**src/common/mmio_consts.svh**
```systemverilog
// Widths, FIFO depth, read timeout and response codes for the host MMIO channel
`ifndef MMIO_CONSTS_SVH
`define MMIO_CONSTS_SVH

// Host address and data widths
`define MMIO_ADDR_W 20
`define MMIO_DATA_W 64

// Entries in each of the request and response FIFOs
`define MMIO_FIFO_DEPTH 4

// Cycles a read may wait for the AFU before the channel drops into fault mode
`define MMIO_RD_TIMEOUT 64
`define MMIO_TIMER_W 8

// Read data returned to the host once the AFU has been declared dead
`define MMIO_FAULT_DATA {`MMIO_DATA_W{1'b1}}

// AXI response codes
`define MMIO_RESP_OKAY 2'b00
`define MMIO_RESP_SLVERR 2'b10

`endif

```
**src/common/mmio_pkg.sv**
```systemverilog
// Shared types for the host MMIO channel: request words, write beats, tracker states
`include "mmio_consts.svh"

package mmio_pkg;

    // One MMIO request word as seen by the AFU
    // Reads are always full width and aligned
    // A 4 byte write always has its data in payload bits 31:0
    typedef struct packed {
        logic                    is_write;
        logic [`MMIO_ADDR_W-1:0] addr;
        // Number of valid bytes, either 4 or 8
        logic [3:0]              byte_count;
        logic [`MMIO_DATA_W-1:0] payload;
    } mmio_afu_req_t;

    // Host write data beat, carried through the W skid buffer
    typedef struct packed {
        logic [`MMIO_DATA_W-1:0]   data;
        logic [`MMIO_DATA_W/8-1:0] strb;
    } mmio_wbeat_t;

    // States of the outstanding read tracker
    // IDLE allows a new read to be granted
    // WAIT_RSP holds off further reads until the AFU answers or the timer fires
    // FAULT is sticky and answers reads locally with an error response
    typedef enum logic [1:0] {
        IDLE     = 2'd0,
        WAIT_RSP = 2'd1,
        FAULT    = 2'd2
    } mmio_rd_state_t;

endpackage

```
**src/axi_lite_skid.sv**
```systemverilog
// Two-entry skid buffer with a registered ready, used on the host AW, W and AR channels
module axi_lite_skid
    import mmio_pkg::*;
#(
    parameter type payload_t = mmio_wbeat_t
)
(
    input  logic     clk,
    input  logic     rst,

    input  logic     in_valid,
    output logic     in_ready,
    input  payload_t in_data,

    output logic     out_valid,
    input  logic     out_ready,
    output payload_t out_data
);

    logic     skid_valid;
    payload_t skid_data;
    logic     push;
    logic     out_free;
    logic     out_valid_nxt;
    logic     skid_valid_nxt;

    assign push = in_valid && in_ready;

    // The output register can take new data when it is empty or being drained
    assign out_free = !out_valid || out_ready;

    always_comb
    begin
        if (out_free)
        begin
            // Skid entry drains first, otherwise the incoming beat goes straight out
            out_valid_nxt = skid_valid || push;
            skid_valid_nxt = 1'b0;
        end
        else
        begin
            // Output is stalled so an incoming beat parks in the skid entry
            out_valid_nxt = 1'b1;
            skid_valid_nxt = skid_valid || push;
        end
    end

    always_ff @(posedge clk)
    begin
        if (rst)
        begin
            out_valid <= 1'b0;
            skid_valid <= 1'b0;
            in_ready <= 1'b0;
        end
        else
        begin
            out_valid <= out_valid_nxt;
            skid_valid <= skid_valid_nxt;
            // Ready only looks at buffer occupancy, never at in_valid
            in_ready <= !skid_valid_nxt;
        end
    end

    always_ff @(posedge clk)
    begin
        if (out_free)
        begin
            if (skid_valid)
                out_data <= skid_data;
            else if (push)
                out_data <= in_data;
        end
        else if (push)
        begin
            skid_data <= in_data;
        end
    end

endmodule

```
**src/mmio_fifo.sv**
```systemverilog
// Synchronous valid/ready FIFO for the MMIO request and response paths
`include "mmio_consts.svh"

module mmio_fifo
    import mmio_pkg::*;
#(
    parameter type payload_t = mmio_afu_req_t
)
(
    input  logic     clk,
    input  logic     rst,

    input  logic     in_valid,
    output logic     in_ready,
    input  payload_t in_data,

    output logic     out_valid,
    input  logic     out_ready,
    output payload_t out_data
);

    localparam int DEPTH = `MMIO_FIFO_DEPTH;
    localparam int PTR_W = (DEPTH > 1) ? $clog2(DEPTH) : 1;
    localparam int CNT_W = $clog2(DEPTH + 1);

    payload_t         mem [DEPTH];
    logic [PTR_W-1:0] wr_ptr;
    logic [PTR_W-1:0] rd_ptr;
    logic [CNT_W-1:0] count;
    logic [CNT_W-1:0] count_nxt;
    logic             push;
    logic             pop;

    assign push = in_valid && in_ready;
    assign pop = out_valid && out_ready;

    // Push and pop in the same cycle leave the count unchanged
    always_comb
    begin
        count_nxt = count;
        if (push && !pop)
            count_nxt = count + 1'b1;
        else if (pop && !push)
            count_nxt = count - 1'b1;
    end

    always_ff @(posedge clk)
    begin
        if (rst)
        begin
            wr_ptr <= '0;
            rd_ptr <= '0;
            count <= '0;
            in_ready <= 1'b0;
            out_valid <= 1'b0;
        end
        else
        begin
            if (push)
                wr_ptr <= (wr_ptr == PTR_W'(DEPTH - 1)) ? '0 : wr_ptr + 1'b1;
            if (pop)
                rd_ptr <= (rd_ptr == PTR_W'(DEPTH - 1)) ? '0 : rd_ptr + 1'b1;
            count <= count_nxt;
            // Both flags are registered from the next count
            in_ready <= (count_nxt != CNT_W'(DEPTH));
            out_valid <= (count_nxt != '0);
        end
    end

    // Storage has no reset, only the pointers and count qualify it
    always_ff @(posedge clk)
    begin
        if (push)
            mem[wr_ptr] <= in_data;
    end

    assign out_data = mem[rd_ptr];

endmodule

```
**src/mmio_bridge/mmio_axi_lite_bridge.sv**
```systemverilog
// Arbitrates host reads and writes into MMIO request words and returns B and R data
`include "mmio_consts.svh"

module mmio_axi_lite_bridge
    import mmio_pkg::*;
(
    input  logic                    clk,
    input  logic                    rst,

    // Skid buffer outputs for the host request channels
    input  logic                    aw_valid,
    output logic                    aw_ready,
    input  logic [`MMIO_ADDR_W-1:0] aw_addr,
    input  logic                    w_valid,
    output logic                    w_ready,
    input  mmio_wbeat_t             w_beat,
    input  logic                    ar_valid,
    output logic                    ar_ready,
    input  logic [`MMIO_ADDR_W-1:0] ar_addr,

    // Host write response
    input  logic                    bready,
    output logic                    bvalid,
    output logic [1:0]              bresp,

    // Request FIFO push side
    output logic                    req_valid,
    input  logic                    req_ready,
    output mmio_afu_req_t           req,

    // Read tracker
    input  logic                    rd_allow,
    output logic                    rd_grant,
    input  logic                    r_fault,

    // Read response data
    input  logic [`MMIO_DATA_W-1:0] rsp_data,
    output logic [`MMIO_DATA_W-1:0] rdata,
    output logic [1:0]              rresp
);

    logic pend_wr;
    logic pend_rd;
    logic grant_wr;
    logic grant_rd;
    // Set when the last grant went to the write client
    logic last_wr;

    // A write needs address and data together, and B must be free since
    // the write is committed to the host in the same cycle it is granted
    assign pend_wr = aw_valid && w_valid && bready;

    // The tracker holds reads back while one is still outstanding
    assign pend_rd = ar_valid && rd_allow;

    // Two-client round robin, the client not served last wins a tie
    assign grant_wr = req_ready && pend_wr && (!pend_rd || !last_wr);
    assign grant_rd = req_ready && pend_rd && (!pend_wr || last_wr);

    always_ff @(posedge clk)
    begin
        if (rst)
            last_wr <= 1'b0;
        else if (grant_wr)
            last_wr <= 1'b1;
        else if (grant_rd)
            last_wr <= 1'b0;
    end

    assign aw_ready = grant_wr;
    assign w_ready = grant_wr;
    assign ar_ready = grant_rd;
    assign rd_grant = grant_rd;

    assign bvalid = grant_wr;
    assign bresp = `MMIO_RESP_OKAY;

    // In fault mode reads are answered locally, so the AFU never sees them
    assign req_valid = grant_wr || (grant_rd && !r_fault);

    always_comb
    begin
        req = '0;
        req.is_write = grant_wr;

        if (grant_rd)
        begin
            // Reads are always a full aligned qword
            req.addr = ar_addr;
            req.byte_count = 4'd8;
        end
        else
        begin
            req.addr = aw_addr;
            req.byte_count = (w_beat.strb[0] && w_beat.strb[4]) ? 4'd8 : 4'd4;
            req.payload = w_beat.data;
            // An upper-word write arrives in data bits 63:32 and the AFU
            // expects it to start at payload bit 0
            if (!w_beat.strb[0])
                req.payload[31:0] = w_beat.data[63:32];
        end
    end

    // Read data path, the tracker decides when rvalid is raised
    assign rdata = r_fault ? `MMIO_FAULT_DATA : rsp_data;
    assign rresp = r_fault ? `MMIO_RESP_SLVERR : `MMIO_RESP_OKAY;

endmodule

```
**src/mmio_bridge/mmio_rd_track_fsm.sv**
```systemverilog
// Tracks the single outstanding read, its timeout and the sticky fault mode
module mmio_rd_track_fsm
    import mmio_pkg::*;
(
    input  logic clk,
    input  logic rst,

    // Bridge side
    input  logic rd_grant,
    output logic rd_allow,
    output logic r_fault,

    // Response FIFO
    input  logic rsp_valid,
    output logic rsp_pop,

    // Host R channel handshake
    input  logic rready,
    output logic rvalid,

    // Timeout timer
    output logic timer_start,
    output logic timer_running,
    input  logic timer_expired,

    output logic error
);

    mmio_rd_state_t state;
    mmio_rd_state_t state_nxt;
    // A locally generated fault response is waiting for rready
    logic           fault_pend;

    always_comb
    begin
        state_nxt = state;
        rd_allow = 1'b0;
        rvalid = 1'b0;
        rsp_pop = 1'b0;
        timer_start = 1'b0;

        case (state)
            IDLE:
            begin
                rd_allow = 1'b1;
                if (rd_grant)
                begin
                    state_nxt = WAIT_RSP;
                    timer_start = 1'b1;
                end
            end
            WAIT_RSP:
            begin
                // The response FIFO output goes straight to the host
                rvalid = rsp_valid;
                rsp_pop = rsp_valid && rready;
                if (rsp_pop)
                    state_nxt = IDLE;
                // A response already waiting on the host wins over the timer
                else if (timer_expired && !rsp_valid)
                    state_nxt = FAULT;
            end
            FAULT:
            begin
                // Late or stray AFU responses are discarded
                rsp_pop = rsp_valid;
                rvalid = fault_pend;
                rd_allow = !fault_pend;
            end
            default:
            begin
                state_nxt = IDLE;
            end
        endcase
    end

    always_ff @(posedge clk)
    begin
        if (rst)
        begin
            state <= IDLE;
            fault_pend <= 1'b0;
            error <= 1'b0;
        end
        else
        begin
            state <= state_nxt;
            if (state == WAIT_RSP && state_nxt == FAULT)
            begin
                // The timed out read itself gets the first fault response
                fault_pend <= 1'b1;
                error <= 1'b1;
            end
            else if (state == FAULT)
            begin
                if (rd_grant)
                    fault_pend <= 1'b1;
                else if (fault_pend && rready)
                    fault_pend <= 1'b0;
            end
        end
    end

    assign r_fault = (state == FAULT);
    assign timer_running = (state == WAIT_RSP);

endmodule

```
**src/mmio_bridge/mmio_timeout_timer.sv**
```systemverilog
// Counts cycles of an outstanding read and flags when the response is overdue
`include "mmio_consts.svh"

module mmio_timeout_timer
(
    input  logic clk,
    input  logic rst,
    input  logic start,
    input  logic running,
    output logic expired
);

    logic [`MMIO_TIMER_W-1:0] count;
    logic [`MMIO_TIMER_W-1:0] count_nxt;

    // Restart from zero on a new read, otherwise count up and stick at the top
    always_comb
    begin
        count_nxt = count;
        if (start)
            count_nxt = '0;
        else if (running && count != '1)
            count_nxt = count + 1'b1;
    end

    always_ff @(posedge clk)
    begin
        if (rst)
        begin
            count <= '0;
            expired <= 1'b0;
        end
        else
        begin
            count <= count_nxt;
            expired <= (count_nxt >= `MMIO_TIMER_W'(`MMIO_RD_TIMEOUT));
        end
    end

endmodule

```
**src/mmio_host_chan_top.sv**
```systemverilog
// Host MMIO channel top that joins the AXI-Lite skids, bridge, read tracker and FIFOs
`include "mmio_consts.svh"

module mmio_host_chan_top
    import mmio_pkg::*;
(
    input  logic                      clk,
    input  logic                      rst,

    // Host AXI-Lite
    input  logic                      awvalid,
    output logic                      awready,
    input  logic [`MMIO_ADDR_W-1:0]   awaddr,
    input  logic                      wvalid,
    output logic                      wready,
    input  logic [`MMIO_DATA_W-1:0]   wdata,
    input  logic [`MMIO_DATA_W/8-1:0] wstrb,
    output logic                      bvalid,
    input  logic                      bready,
    output logic [1:0]                bresp,
    input  logic                      arvalid,
    output logic                      arready,
    input  logic [`MMIO_ADDR_W-1:0]   araddr,
    output logic                      rvalid,
    input  logic                      rready,
    output logic [`MMIO_DATA_W-1:0]   rdata,
    output logic [1:0]                rresp,

    // MMIO requests to the AFU
    output logic                      afu_req_valid,
    input  logic                      afu_req_ready,
    output logic                      afu_req_is_write,
    output logic [`MMIO_ADDR_W-1:0]   afu_req_addr,
    output logic [3:0]                afu_req_byte_count,
    output logic [`MMIO_DATA_W-1:0]   afu_req_payload,

    // AFU read responses
    input  logic                      afu_rsp_valid,
    output logic                      afu_rsp_ready,
    input  logic [`MMIO_DATA_W-1:0]   afu_rsp_data,

    output logic                      error
);

    // Skid outputs into the bridge
    logic                    aw_valid;
    logic                    aw_ready;
    logic [`MMIO_ADDR_W-1:0] aw_addr;
    logic                    w_valid;
    logic                    w_ready;
    mmio_wbeat_t             w_beat;
    logic                    ar_valid;
    logic                    ar_ready;
    logic [`MMIO_ADDR_W-1:0] ar_addr;

    // Bridge to request FIFO
    logic                    req_valid;
    logic                    req_ready;
    mmio_afu_req_t           req;
    mmio_afu_req_t           afu_req;

    // Response FIFO, tracker and timer
    logic                    rsp_valid;
    logic                    rsp_pop;
    logic [`MMIO_DATA_W-1:0] rsp_data;
    logic                    rd_allow;
    logic                    rd_grant;
    logic                    r_fault;
    logic                    timer_start;
    logic                    timer_running;
    logic                    timer_expired;

    axi_lite_skid #(.payload_t(logic [`MMIO_ADDR_W-1:0])) aw_skid
    (
        .clk(clk), .rst(rst),
        .in_valid(awvalid), .in_ready(awready), .in_data(awaddr),
        .out_valid(aw_valid), .out_ready(aw_ready), .out_data(aw_addr)
    );

    // Data and strobe are packed into one write beat
    axi_lite_skid #(.payload_t(mmio_wbeat_t)) w_skid
    (
        .clk(clk), .rst(rst),
        .in_valid(wvalid), .in_ready(wready), .in_data({wdata, wstrb}),
        .out_valid(w_valid), .out_ready(w_ready), .out_data(w_beat)
    );

    axi_lite_skid #(.payload_t(logic [`MMIO_ADDR_W-1:0])) ar_skid
    (
        .clk(clk), .rst(rst),
        .in_valid(arvalid), .in_ready(arready), .in_data(araddr),
        .out_valid(ar_valid), .out_ready(ar_ready), .out_data(ar_addr)
    );

    mmio_axi_lite_bridge bridge
    (
        .clk(clk), .rst(rst),
        .aw_valid(aw_valid), .aw_ready(aw_ready), .aw_addr(aw_addr),
        .w_valid(w_valid), .w_ready(w_ready), .w_beat(w_beat),
        .ar_valid(ar_valid), .ar_ready(ar_ready), .ar_addr(ar_addr),
        .bready(bready), .bvalid(bvalid), .bresp(bresp),
        .req_valid(req_valid), .req_ready(req_ready), .req(req),
        .rd_allow(rd_allow), .rd_grant(rd_grant), .r_fault(r_fault),
        .rsp_data(rsp_data), .rdata(rdata), .rresp(rresp)
    );

    mmio_fifo #(.payload_t(mmio_afu_req_t)) req_fifo
    (
        .clk(clk), .rst(rst),
        .in_valid(req_valid), .in_ready(req_ready), .in_data(req),
        .out_valid(afu_req_valid), .out_ready(afu_req_ready), .out_data(afu_req)
    );

    assign afu_req_is_write = afu_req.is_write;
    assign afu_req_addr = afu_req.addr;
    assign afu_req_byte_count = afu_req.byte_count;
    assign afu_req_payload = afu_req.payload;

    mmio_fifo #(.payload_t(logic [`MMIO_DATA_W-1:0])) rsp_fifo
    (
        .clk(clk), .rst(rst),
        .in_valid(afu_rsp_valid), .in_ready(afu_rsp_ready), .in_data(afu_rsp_data),
        .out_valid(rsp_valid), .out_ready(rsp_pop), .out_data(rsp_data)
    );

    mmio_rd_track_fsm rd_track
    (
        .clk(clk), .rst(rst),
        .rd_grant(rd_grant), .rd_allow(rd_allow), .r_fault(r_fault),
        .rsp_valid(rsp_valid), .rsp_pop(rsp_pop),
        .rready(rready), .rvalid(rvalid),
        .timer_start(timer_start), .timer_running(timer_running),
        .timer_expired(timer_expired),
        .error(error)
    );

    mmio_timeout_timer rd_timer
    (
        .clk(clk), .rst(rst),
        .start(timer_start), .running(timer_running), .expired(timer_expired)
    );

endmodule

```
**config.mk**
```make
export PLATFORM = sky130hd
export DESIGN_NAME = mmio_host_chan_top
export DESIGN_NICKNAME = d
export VERILOG_FILES = /design/src/common/mmio_pkg.sv /design/src/axi_lite_skid.sv /design/src/mmio_fifo.sv /design/src/mmio_bridge/mmio_axi_lite_bridge.sv /design/src/mmio_bridge/mmio_rd_track_fsm.sv /design/src/mmio_bridge/mmio_timeout_timer.sv /design/src/mmio_host_chan_top.sv
export VERILOG_INCLUDE_DIRS = /design/src /design/src/common
export SDC_FILE = /design/constraint.sdc
export NUM_CORES = 1
export LEC_CHECK = 0
export BUFFER_PORTS_ARGS = -buffer_cell sky130_fd_sc_hd__buf_4
export CORE_MARGIN = 5
export CORE_UTILIZATION = 60
export CTS_BUF_LIST = sky130_fd_sc_hd__clkbuf_4
export DETAILED_ROUTE_END_ITERATION = 7
export PLACE_DENSITY = 0.91
export SLEW_MARGIN = 20
export SYNTH_ARGS = -nofsm -noshare
export SYNTH_HDL_FRONTEND = slang
export SYNTH_SLANG_ARGS = --single-unit
```
**constraint.sdc**
```tcl
create_clock -name clk -period 10.74 [get_ports clk]
set_input_delay 3.222 -clock clk [delete_from_list [all_inputs] [get_ports clk]]
set_output_delay 3.222 -clock clk [all_outputs]
set_load 0.01 [all_outputs]
```
Word-level counts from Yosys, hierarchy flattened

Memories as Yosys holds them, arrays and structs flattened. A register that Yosys moved wholly into a read port is not among the register bits.
Index checks and enable logic that the tools add are counted.

Flip-flop bits (word level): 262
Memories: 2
Input port bits: 185
Bits in writable memories: 612
Output and inout port bits: 165
Word-level logic and storage cells: 175

Add/subtract/negate cells: 9
Reductions and logical operators: 66
Equal/unequal tests: 10
Bitwise logic cells: 3
Order comparisons: 1
Mux-type cells: 51

Memories:

| name         | words | width | rd ports | clocked after memory_dff | wr ports | line            | source |
|---|---|---|---|---|---|---|---|
| req_fifo.mem | 4     | 89    | 1        | 1                        | 1        | mmio_fifo.sv:26 | `payload_t mem [DEPTH];` |
| rsp_fifo.mem | 4     | 64    | 1        | 1                        | 1        | mmio_fifo.sv:26 |  |

Operator list:

| kind                                                | count |
|---|---|
| 2-to-1 mux 72 bit                                   | 2 |
| 2-to-1 mux 64 bit                                   | 2 |
| 2-to-1 mux 20 bit                                   | 4 |
| 2-to-1 mux 32 bit                                   | 1 |
| logical AND 1 bit                                   | 25 |
| 2-to-1 mux 2 bit                                    | 12 |
| 2-to-1 mux 24 bit                                   | 1 |
| 2-to-1 mux 1 bit                                    | 18 |
| logical NOT 1 bit                                   | 16 |
| 2-to-1 mux 8 bit                                    | 2 |
| AND reduction 2 bit                                 | 7 |
| equality test 2 bit, second input constant          | 6 |
| 2-to-1 mux 3 bit                                    | 4 |
| nonzero test 2 bit                                  | 5 |
| logical OR 1 bit                                    | 9 |
| nonzero test 3 bit                                  | 3 |
| adder 2 x 1 -> 2 bit, second input constant         | 4 |
| adder 8 x 1 -> 8 bit, second input constant         | 1 |
| >= comparator 8 x 7 -> 1 bit, second input constant | 1 |
| inequality test 8 bit, second input constant        | 1 |
| adder 3 x 1 -> 3 bit, second input constant         | 2 |
| inequality test 3 bit, second input constant        | 2 |
| one-hot mux 1 bit (2 select lines)                  | 3 |
| one-hot mux 2 bit (3 select lines)                  | 1 |
| other kinds (5)                                     | 8 |

Depth between registers and ports, before layout

Gate-level depths: netlist of the first run.

Depth in word-level cells: 13
Mapped depth: 10
Depth with buffers taken out: 7

By module

Synthesis of the first run repeated with hierarchy kept, for this count alone.

Cells, all modules: 1,619
Area total of the unflattened synthesis: 34,459.3 sq um

By module, submodules not included:

| module                      | area an instance (sq um) | times used | cells each | sequential area each (sq um) |
|---|---|---|---|---|
| mmio_fifo (req_fifo)        | 13,384.1                 | 1          | 531        | 10,910.5 |
| mmio_fifo (rsp_fifo)        | 9,780.6                  | 1          | 400        | 7,907.6 |
| axi_lite_skid (w_skid)      | 5,656.7                  | 1          | 235        | 4,384.2 |
| axi_lite_skid (ar_skid ...) | 1,631.6                  | 2          | 73         | 1,261.2 |
| mmio_axi_lite_bridge        | 1,617.8                  | 1          | 226        | 20.0 |
| mmio_timeout_timer          | 450.4                    | 1          | 45         | 180.2 |
| mmio_rd_track_fsm           | 306.5                    | 1          | 36         | 80.1 |

Worst setup path before layout of the first run

OpenSTA, ideal clock, no wires.

Path kind: input to register
Start: input bready
End: register w_skid.out_data[0] (netlist name), enable pin
Path slack: 2.889 ns
Data required time: 10.229 ns
Stages on the path: 5
Buffers on the path: 1
Library setup time: 0.511 ns
Data arrival time: 7.339 ns
Path through: nand3_1 a41o_1 or3_1 buf_2 a21oi_1

Cells in the longest elaborated chain, start to end: 5

Ends and longest elaborated chain:

| what                            | line                       | source |
|---|---|---|
| from (decl)                     | mmio_host_chan_top.sv:19   | `input logic bready,` |
| logical AND 1 bit               | mmio_axi_lite_bridge.sv:51 | `assign pend_wr = aw_valid && w_valid && bready;` |
| logical AND 1 bit (2 in series) | mmio_axi_lite_bridge.sv:57 | `assign grant_wr = req_ready && pend_wr && (!pend_rd \|\| !last_wr);` |
| logical OR 1 bit                | axi_lite_skid.sv:30        | `assign out_free = !out_valid \|\| out_ready;` |
| AND reduction 2 bit (no line)   | -                          |  |
| to (signal assigned)            | axi_lite_skid.sv:70        | `out_data <= skid_data;` |
| to (signal assigned)            | axi_lite_skid.sv:72        | `out_data <= in_data;` |
| to (decl)                       | axi_lite_skid.sv:17        | `output payload_t out_data` |

No other way between the ends.
A chain may end at the register's enable or synchronous reset.

Worst setup path after layout of the first run

Start: input bready
End: output bvalid

Cells in the longest elaborated chain, start to end: 3

Ends and longest elaborated chain:

| what                            | line                       | source |
|---|---|---|
| logical AND 1 bit               | mmio_axi_lite_bridge.sv:51 |  |
| logical AND 1 bit (2 in series) | mmio_axi_lite_bridge.sv:57 |  |
| to (decl)                       | mmio_host_chan_top.sv:18   | `output logic bvalid,` |

No other way between the ends.

==> flow_summary_export.csv, run 1 <==
group,metric,value,unit
run_status,status,"completed",
global_routing,grt_antenna_before_repair,10,
synth,postSynthCellCount,1585,
cts,h-tree-depth,4,
synth,synth.distinct_cells,53,
timing,fmax,125,MHz
synth,syn_avg_cell_area,20.8,µm²
synth,synthArstFlopShare,0,%
cts,cts_sinks,861,
power_and_ir_drop,cellLeakagePower,13.5,nW
timing,fin_skew,0.0994,ns
placement,port_buffers,338,
power_and_ir_drop,seq_power_share,52.9,%
detailed_routing,viasPerCell,5.92,
hold_path,min_path_type,"flop to flop",
global_routing,grt_overflow,0,
critical_path,required,7.52,ns
layout,final_nets,2279,
timing,rsz0062_at_grt,"no",
synth,netlist_area,33000,µm²
power_and_ir_drop,power.switching,1.79,mW
timing,finalCriticalPeriod,8.00,ns
floorplanning,coreArea,54800,µm²
timing,setup_violations,0,
timing,slew_viol_final,0,
critical_path,crit_path_end_kind,"output port",
synth,synth_top_area_share,74.3,%
layout,mostFrequentLayoutCells,"edfxtp_1, buf_4, clkbuf_4",
floorplanning,die_area,59800,µm²
synth,synth_warnings,0,
critical_path,crit_chain,"buf_4 > nand3_1 > a41o_1 > or3_1 > inv_1 > buf_4",
global_routing,grt_pass1_vias,18888,
global_routing,grt_pass1_wl,113000,µm
critical_path,worst_setup_path_start_kind,"primary input",
power_and_ir_drop,ir_drop,0.000148,V
timing,relSlewSlack,26.8,%
synth,synthTopCellsByArea,"edfxtp_1, mux4_2, mux2_2",
detailed_routing,post-route-drc-count,0,
layout,multi_input_area,7250,µm²
cts,cts_setup_buffers,0,
cts,cts_hold_buffers,0,
critical_path,cp_max_fo,6,
critical_path,cp_data_arrival_time,4.78,ns
power_and_ir_drop,comb_power_share,10.7,%
critical_path,cpMaxStageDelayCell,"or3_1",
layout,fillCellCount,3022,
layout,mostFrequentLayoutCell,"edfxtp_1",
synth,synth_top_flop_cell,"edfxtp_1",
placement,dp.final_hpwl,43400,µm
power_and_ir_drop,intPower,5.64,mW
hold_path,hold_depth,2,
layout,area_growth,18.3,%
cts,clockBufferDepth,3,
power_and_ir_drop,switching_share,24.1,%
detailed_routing,wl_per_cell,25.3,µm
timing,fin_tns_setup,0,ns
placement,gp_congestion,0.791,
layout,final_util,71.3,%
cts,cts_root_buffer,"clkbuf_4",
synth,yosysSeqAreaShare,77.0,%
floorplanning,num_rows,86,
critical_path,critPathKind,"primary input to output port",
power_and_ir_drop,power,7.43,mW
cts,cts-resized-gates,0,
layout,regArea,25400,µm²
cts,clk_pin_slew,0.06,ns
run,drv_cap,0,
timing,hold_violations,0,
floorplanning,start_util,60.3,%
cts,clk_latency,1.04,ns
detailed_routing,finalWirelength,74600,µm
critical_path,cpPeakStageDelay,0.54,ns
synth,synth-seq-cells,861,
timing,tightest_slew,1.10,ns
detailed_routing,dr.first_iter.drc_count,1345,
cts,cts_made_buffers,204,
cts,cts_tree,"done",
critical_path,crit_path_frequent_cell,"buf_4",
power_and_ir_drop,power.density,190,nW/µm²
detailed_routing,firstDrtPassIters,5,
layout,drive_gt1_share,47.1,%
global_routing,grt_usage,25.3,%
floorplanning,ios,350,
synth,synth.largest_area_cell,"edfxtp_1",
floorplanning,die_w,245,µm
timing,period_share,74.5,%
critical_path,ff2ff_path_depth,7,
global_routing,grt_max_degree,75,
detailed_routing,drtAntennaViolNets,0,
synth,synth-edff-count,816,
power_and_ir_drop,clockPowerShare,36.4,%
detailed_routing,routed-via-count,17456,
floorplanning,fp.dieH,245,µm
## state kept, by name (all words and copies together), names as in the netlist, 3 cells and up, named ones only
register           flops
ar_skid.out_data      20
ar_skid.skid_data     20
aw_skid.out_data      20
aw_skid.skid_data     20
rd_timer.count         8
req_fifo.count         3
req_fifo.mem         348
rsp_fifo.count         3
rsp_fifo.mem         256
w_skid.out_data       66
w_skid.skid_data      66
## synth_stat cells, types with 2 or more instances
cell and count:
o21ai_0 6, edfxtp_1 816, buf_2 28, o2111ai_1 2, mux4_2 151, a211oi_1 3, inv_1 16, o21a_1 3
ha_1 20, clkbuf_1 35, mux2i_1 37, nand2b_1 3, a21oi_1 20, nor3_1 7, a21o_1 3, a22oi_1 4
mux2_2 126, nor2_1 68, or2_2 65, nand2_1 14, dfxtp_1 45, buf_4 6, buf_1 9, nor2b_1 35
a311oi_1 2, xnor2_1 4, xor2_1 6, and2_1 9, nand2_2 2, nand4_1 4, nand3_1 8, and3_1 7
## final cells by class
cell class                      instances  area share (%)
Clock buffer                          295            5.67
Timing Repair Buffer                  358            6.94
Antenna cell                            8          0.0513
Sequential cell                       861            65.1
Tap cell                              704            2.26
Multi-Input combinational cell        633            18.6
Inverter                               16           0.154
Clock inverter                         72            1.21
## worst max-delay path: cells and delay by family
kind | cells | cell delay, ns
AND/OR/NAND/NOR | 2 | 0.76
AO/OA/AOI/OAI | 1 | 0.32
buffers and inverters | 3 | 0.46
## final timing paths
check / from / end / slack, ns
setup reg to reg: rd_track.state[0] / req_fifo.mem[0][73] / 6.85
setup / recovery: bready / bvalid / 2.74
hold reg to reg: rd_track.error / rd_track.error / 0.48
hold / removal: rd_track.error / rd_track.error / 0.48
## cells by family after synthesis
| family | count (synthesis) | share of synthesized area [%] |
|---|---|---|
| muxes | 314 | 15.7 |
| buffers and inverters | 95 | 1.28 |
| other | 1 | 0.0114 |
| and+or+nand+nor | 229 | 3.77 |
| DFF | 861 | 77.0 |
| xor gates and xnor gates | 11 | 0.315 |
| adders and majority gates | 20 | 0.758 |
| AOI/OAI and AO/OA | 54 | 1.16 |
## routing by layer
metal | global-route usage [%] | vias up | wire length [µm]
li1 | - | 7482 | -
met1 | 30.3 | 8825 | 26000
met2 | 42.0 | 980 | 38300
met3 | 10.0 | 161 | 8030
met4 | 9.29 | 8 | 2230
met5 | 0 | - | 53
## stage by stage
| step | instance area [µm²] | std cells | worst slack, ns | hold WS (ns) |
|---|---|---|---|---|
| final | 39000 | 2947 | 2.74 | 0.478 |
| after global routing | 39000 | 2944 | 2.64 | 0.498 |
| after CTS | 39000 | 2938 | 2.74 | 0.478 |
| after detailed placement | 36300 | 2571 | 2.75 | 0.468 |
| after global placement | 36300 | 2571 | 2.80 | 0.470 |
| after floorplan | 33000 | 1589 | 2.89 | 0.454 |
## power groups by stage
| stage | combinational, mW | sequential [mW] | clock, mW |
|---|---|---|---|
| 4_1_cts | 0.788 | 3.94 | 2.76 |
| 2_1_floorplan | 0.452 | 3.97 | 0 |
| 3_5_place_dp | 0.775 | 4.01 | 0 |
| 5_1_grt | 0.854 | 3.94 | 2.97 |
| 3_3_place_gp | 0.739 | 3.99 | 0 |
| 6_report | 0.796 | 3.93 | 2.71 |
No activity file was read; power rests on OpenSTA's default activity.
==> run 2: changes to the inputs <==
clock period = 7.9 ns   (was 10.74 ns; I/O delays follow)
==> run 2 against run 1 <==
- sequential power rose by 36%
- register-to-register slack got worse by 2.8 ns
- final area fell by 0.29%
- combinational power rose by 33%
- final cell count fell by 0.17%
- via count fell by 0.61%
- sequential cell count did not move
- routed wire length fell by 2.9%
- count of clock-buffer cells in the layout rose by 2
- critical endpoint unchanged
- largest cell class unchanged
==> flow_summary_export.csv, run 2 (synthesis results as in run 1) <==
group,metric,value,unit
run_status,status,"completed",
layout,regArea,25400,µm²
layout,fillCellCount,3056,
detailed_routing,drtAntennaViolNets,0,
layout,final_nets,2282,
timing,relSlewSlack,26.2,%
layout,drive_gt1_share,47.0,%
layout,mostFrequentLayoutCells,"edfxtp_1, buf_4, clkbuf_4",
cts,clk_pin_slew,0.07,ns
hold_path,min_path_type,"flop to flop",
timing,fin_tns_setup,0,ns
timing,timing.hold.ws,0.470,ns
critical_path,reg2reg_from,"rd_track.state[0]",
detailed_routing,firstDrtPassIters,5,
cts,cts-resized-gates,0,
timing,period_share,79.5,%
detailed_routing,finalWirelength,72500,µm
floorplanning,coreArea,54800,µm²
global_routing,grt_overflow,0,
cts,clk_latency,1.02,ns
layout,multi_input_area,7250,µm²
floorplanning,die_w,245,µm
floorplanning,ios,350,
cts,cts_tree,"done",
critical_path,worst_r2r_endpoint,"req_fifo.mem[0][55]",
detailed_routing,dr.first_iter.drc_count,1357,
critical_path,crit_path_end_kind,"output port",
detailed_routing,post-route-drc-count,0,
critical_path,cp_data_arrival_time,3.91,ns
timing,hold_violations,0,
cts,cts_root_buffer,"clkbuf_4",
cts,cts_made_buffers,206,
timing,slew_viol_final,0,
timing,finalCriticalPeriod,6.28,ns
floorplanning,fp.dieH,245,µm
placement,gp_congestion,0.758,
placement,pre_cts_ws,1.61,ns
power_and_ir_drop,cellLeakagePower,13.5,nW
floorplanning,start_util,60.3,%
layout,largest_reg_flops,348,
detailed_routing,wl_per_cell,24.6,µm
timing,rsz0062_at_grt,"no",
timing,fmax,159,MHz
global_routing,grt_pass1_wl,109000,µm
global_routing,grt_usage,24.3,%
global_routing,grt_max_degree,75,
cts,h-tree-depth,4,
detailed_routing,routed-via-count,17350,
hold_path,hold_depth,2,
critical_path,critPathKind,"primary input to output port",
floorplanning,num_rows,86,
critical_path,required,5.53,ns
placement,port_buffers,338,
critical_path,cp_max_fo,6,
cts,cts_setup_buffers,0,
timing,timing.final.ws_setup,1.62,ns
detailed_routing,viasPerCell,5.90,
global_routing,grt_pass1_vias,18519,
timing,fin_skew,0.0840,ns
critical_path,worst_setup_path_start_kind,"primary input",
cts,clockBufferDepth,3,
cts,cts_sinks,861,
layout,area_growth,17.9,%
cts,cts_hold_buffers,0,
run,drv_cap,0,
power_and_ir_drop,power.density,256,nW/µm²
floorplanning,die_area,59800,µm²
critical_path,r2r_slack,4.06,ns
layout,reg_top3,"req_fifo.mem: 348 flops, rsp_fifo.mem: 256 flops",
critical_path,startpoint,"bready",
timing,setup_violations,0,
global_routing,grt_antenna_before_repair,8,
timing,tightest_slew,1.11,ns
critical_path,ff2ff_path_depth,7,
placement,dp.final_hpwl,42400,µm
power_and_ir_drop,ir_drop,0.000208,V
layout,largest_register,"req_fifo.mem",
hold_path,hp-start,"req_fifo.rd_ptr[1]",
layout,mostFrequentLayoutCell,"edfxtp_1",
==> run 2: through the flow <==
stage	instance area, µm²	utilization, %	std cells	total power, mW
3_3_place_gp	36300	66.3	2573	6.44
4_1_cts	38900	71.0	2934	10.0
6_report	38900	71.0	2942	9.96
5_1_grt	38900	71.0	2939	10.4
3_5_place_dp	36300	66.3	2573	6.50
2_1_floorplan	33000	-	1589	6.01
==> run 2: metal layers <==
metal | up-vias | part of all wire [%] | global-route usage [%]
met5 | - | 0.057 | 0
met3 | 101 | 11 | 10.5
met4 | 6 | 1.4 | 6.93
met1 | 8824 | 35 | 28.9
li1 | 7489 | - | -
met2 | 930 | 52 | 41.1
==> run 2: power by group <==
group / switching, mW / internal, mW
Combinational: 0.556 / 0.500
Clock: 1.72 / 1.82
Sequential: 0.104 / 5.25
Total: 2.38 / 7.58
==> run 2: worst max-delay path, stage by stage <==
cell	delay (ns)
buf_4	0.08
nand3_1	0.23
a41o_1	0.34
or3_1	0.53
inv_1	0.19
buf_4	0.17
==> run 2: how the worst max path moves through the flow <==
| stage | to | slack [ns] |
|---|---|---|
| floorplan | w_skid.out_data[0] | 0.90 |
| global placement | bvalid | 1.72 |
| detailed placement | bvalid | 1.61 |
| CTS | bvalid | 1.61 |
| global route | bvalid | 1.54 |
| finish | bvalid | 1.62 |
==> run 2: final cells by class <==
type | count | share of cell area, %
repair buffers | 359 | 6.93
clock buffers | 297 | 5.73
multi-input cells | 633 | 18.6
flip-flops and latches | 861 | 65.3
well taps | 704 | 2.26
clock inverters | 64 | 0.913
inverters | 16 | 0.154
diodes | 8 | 0.0514
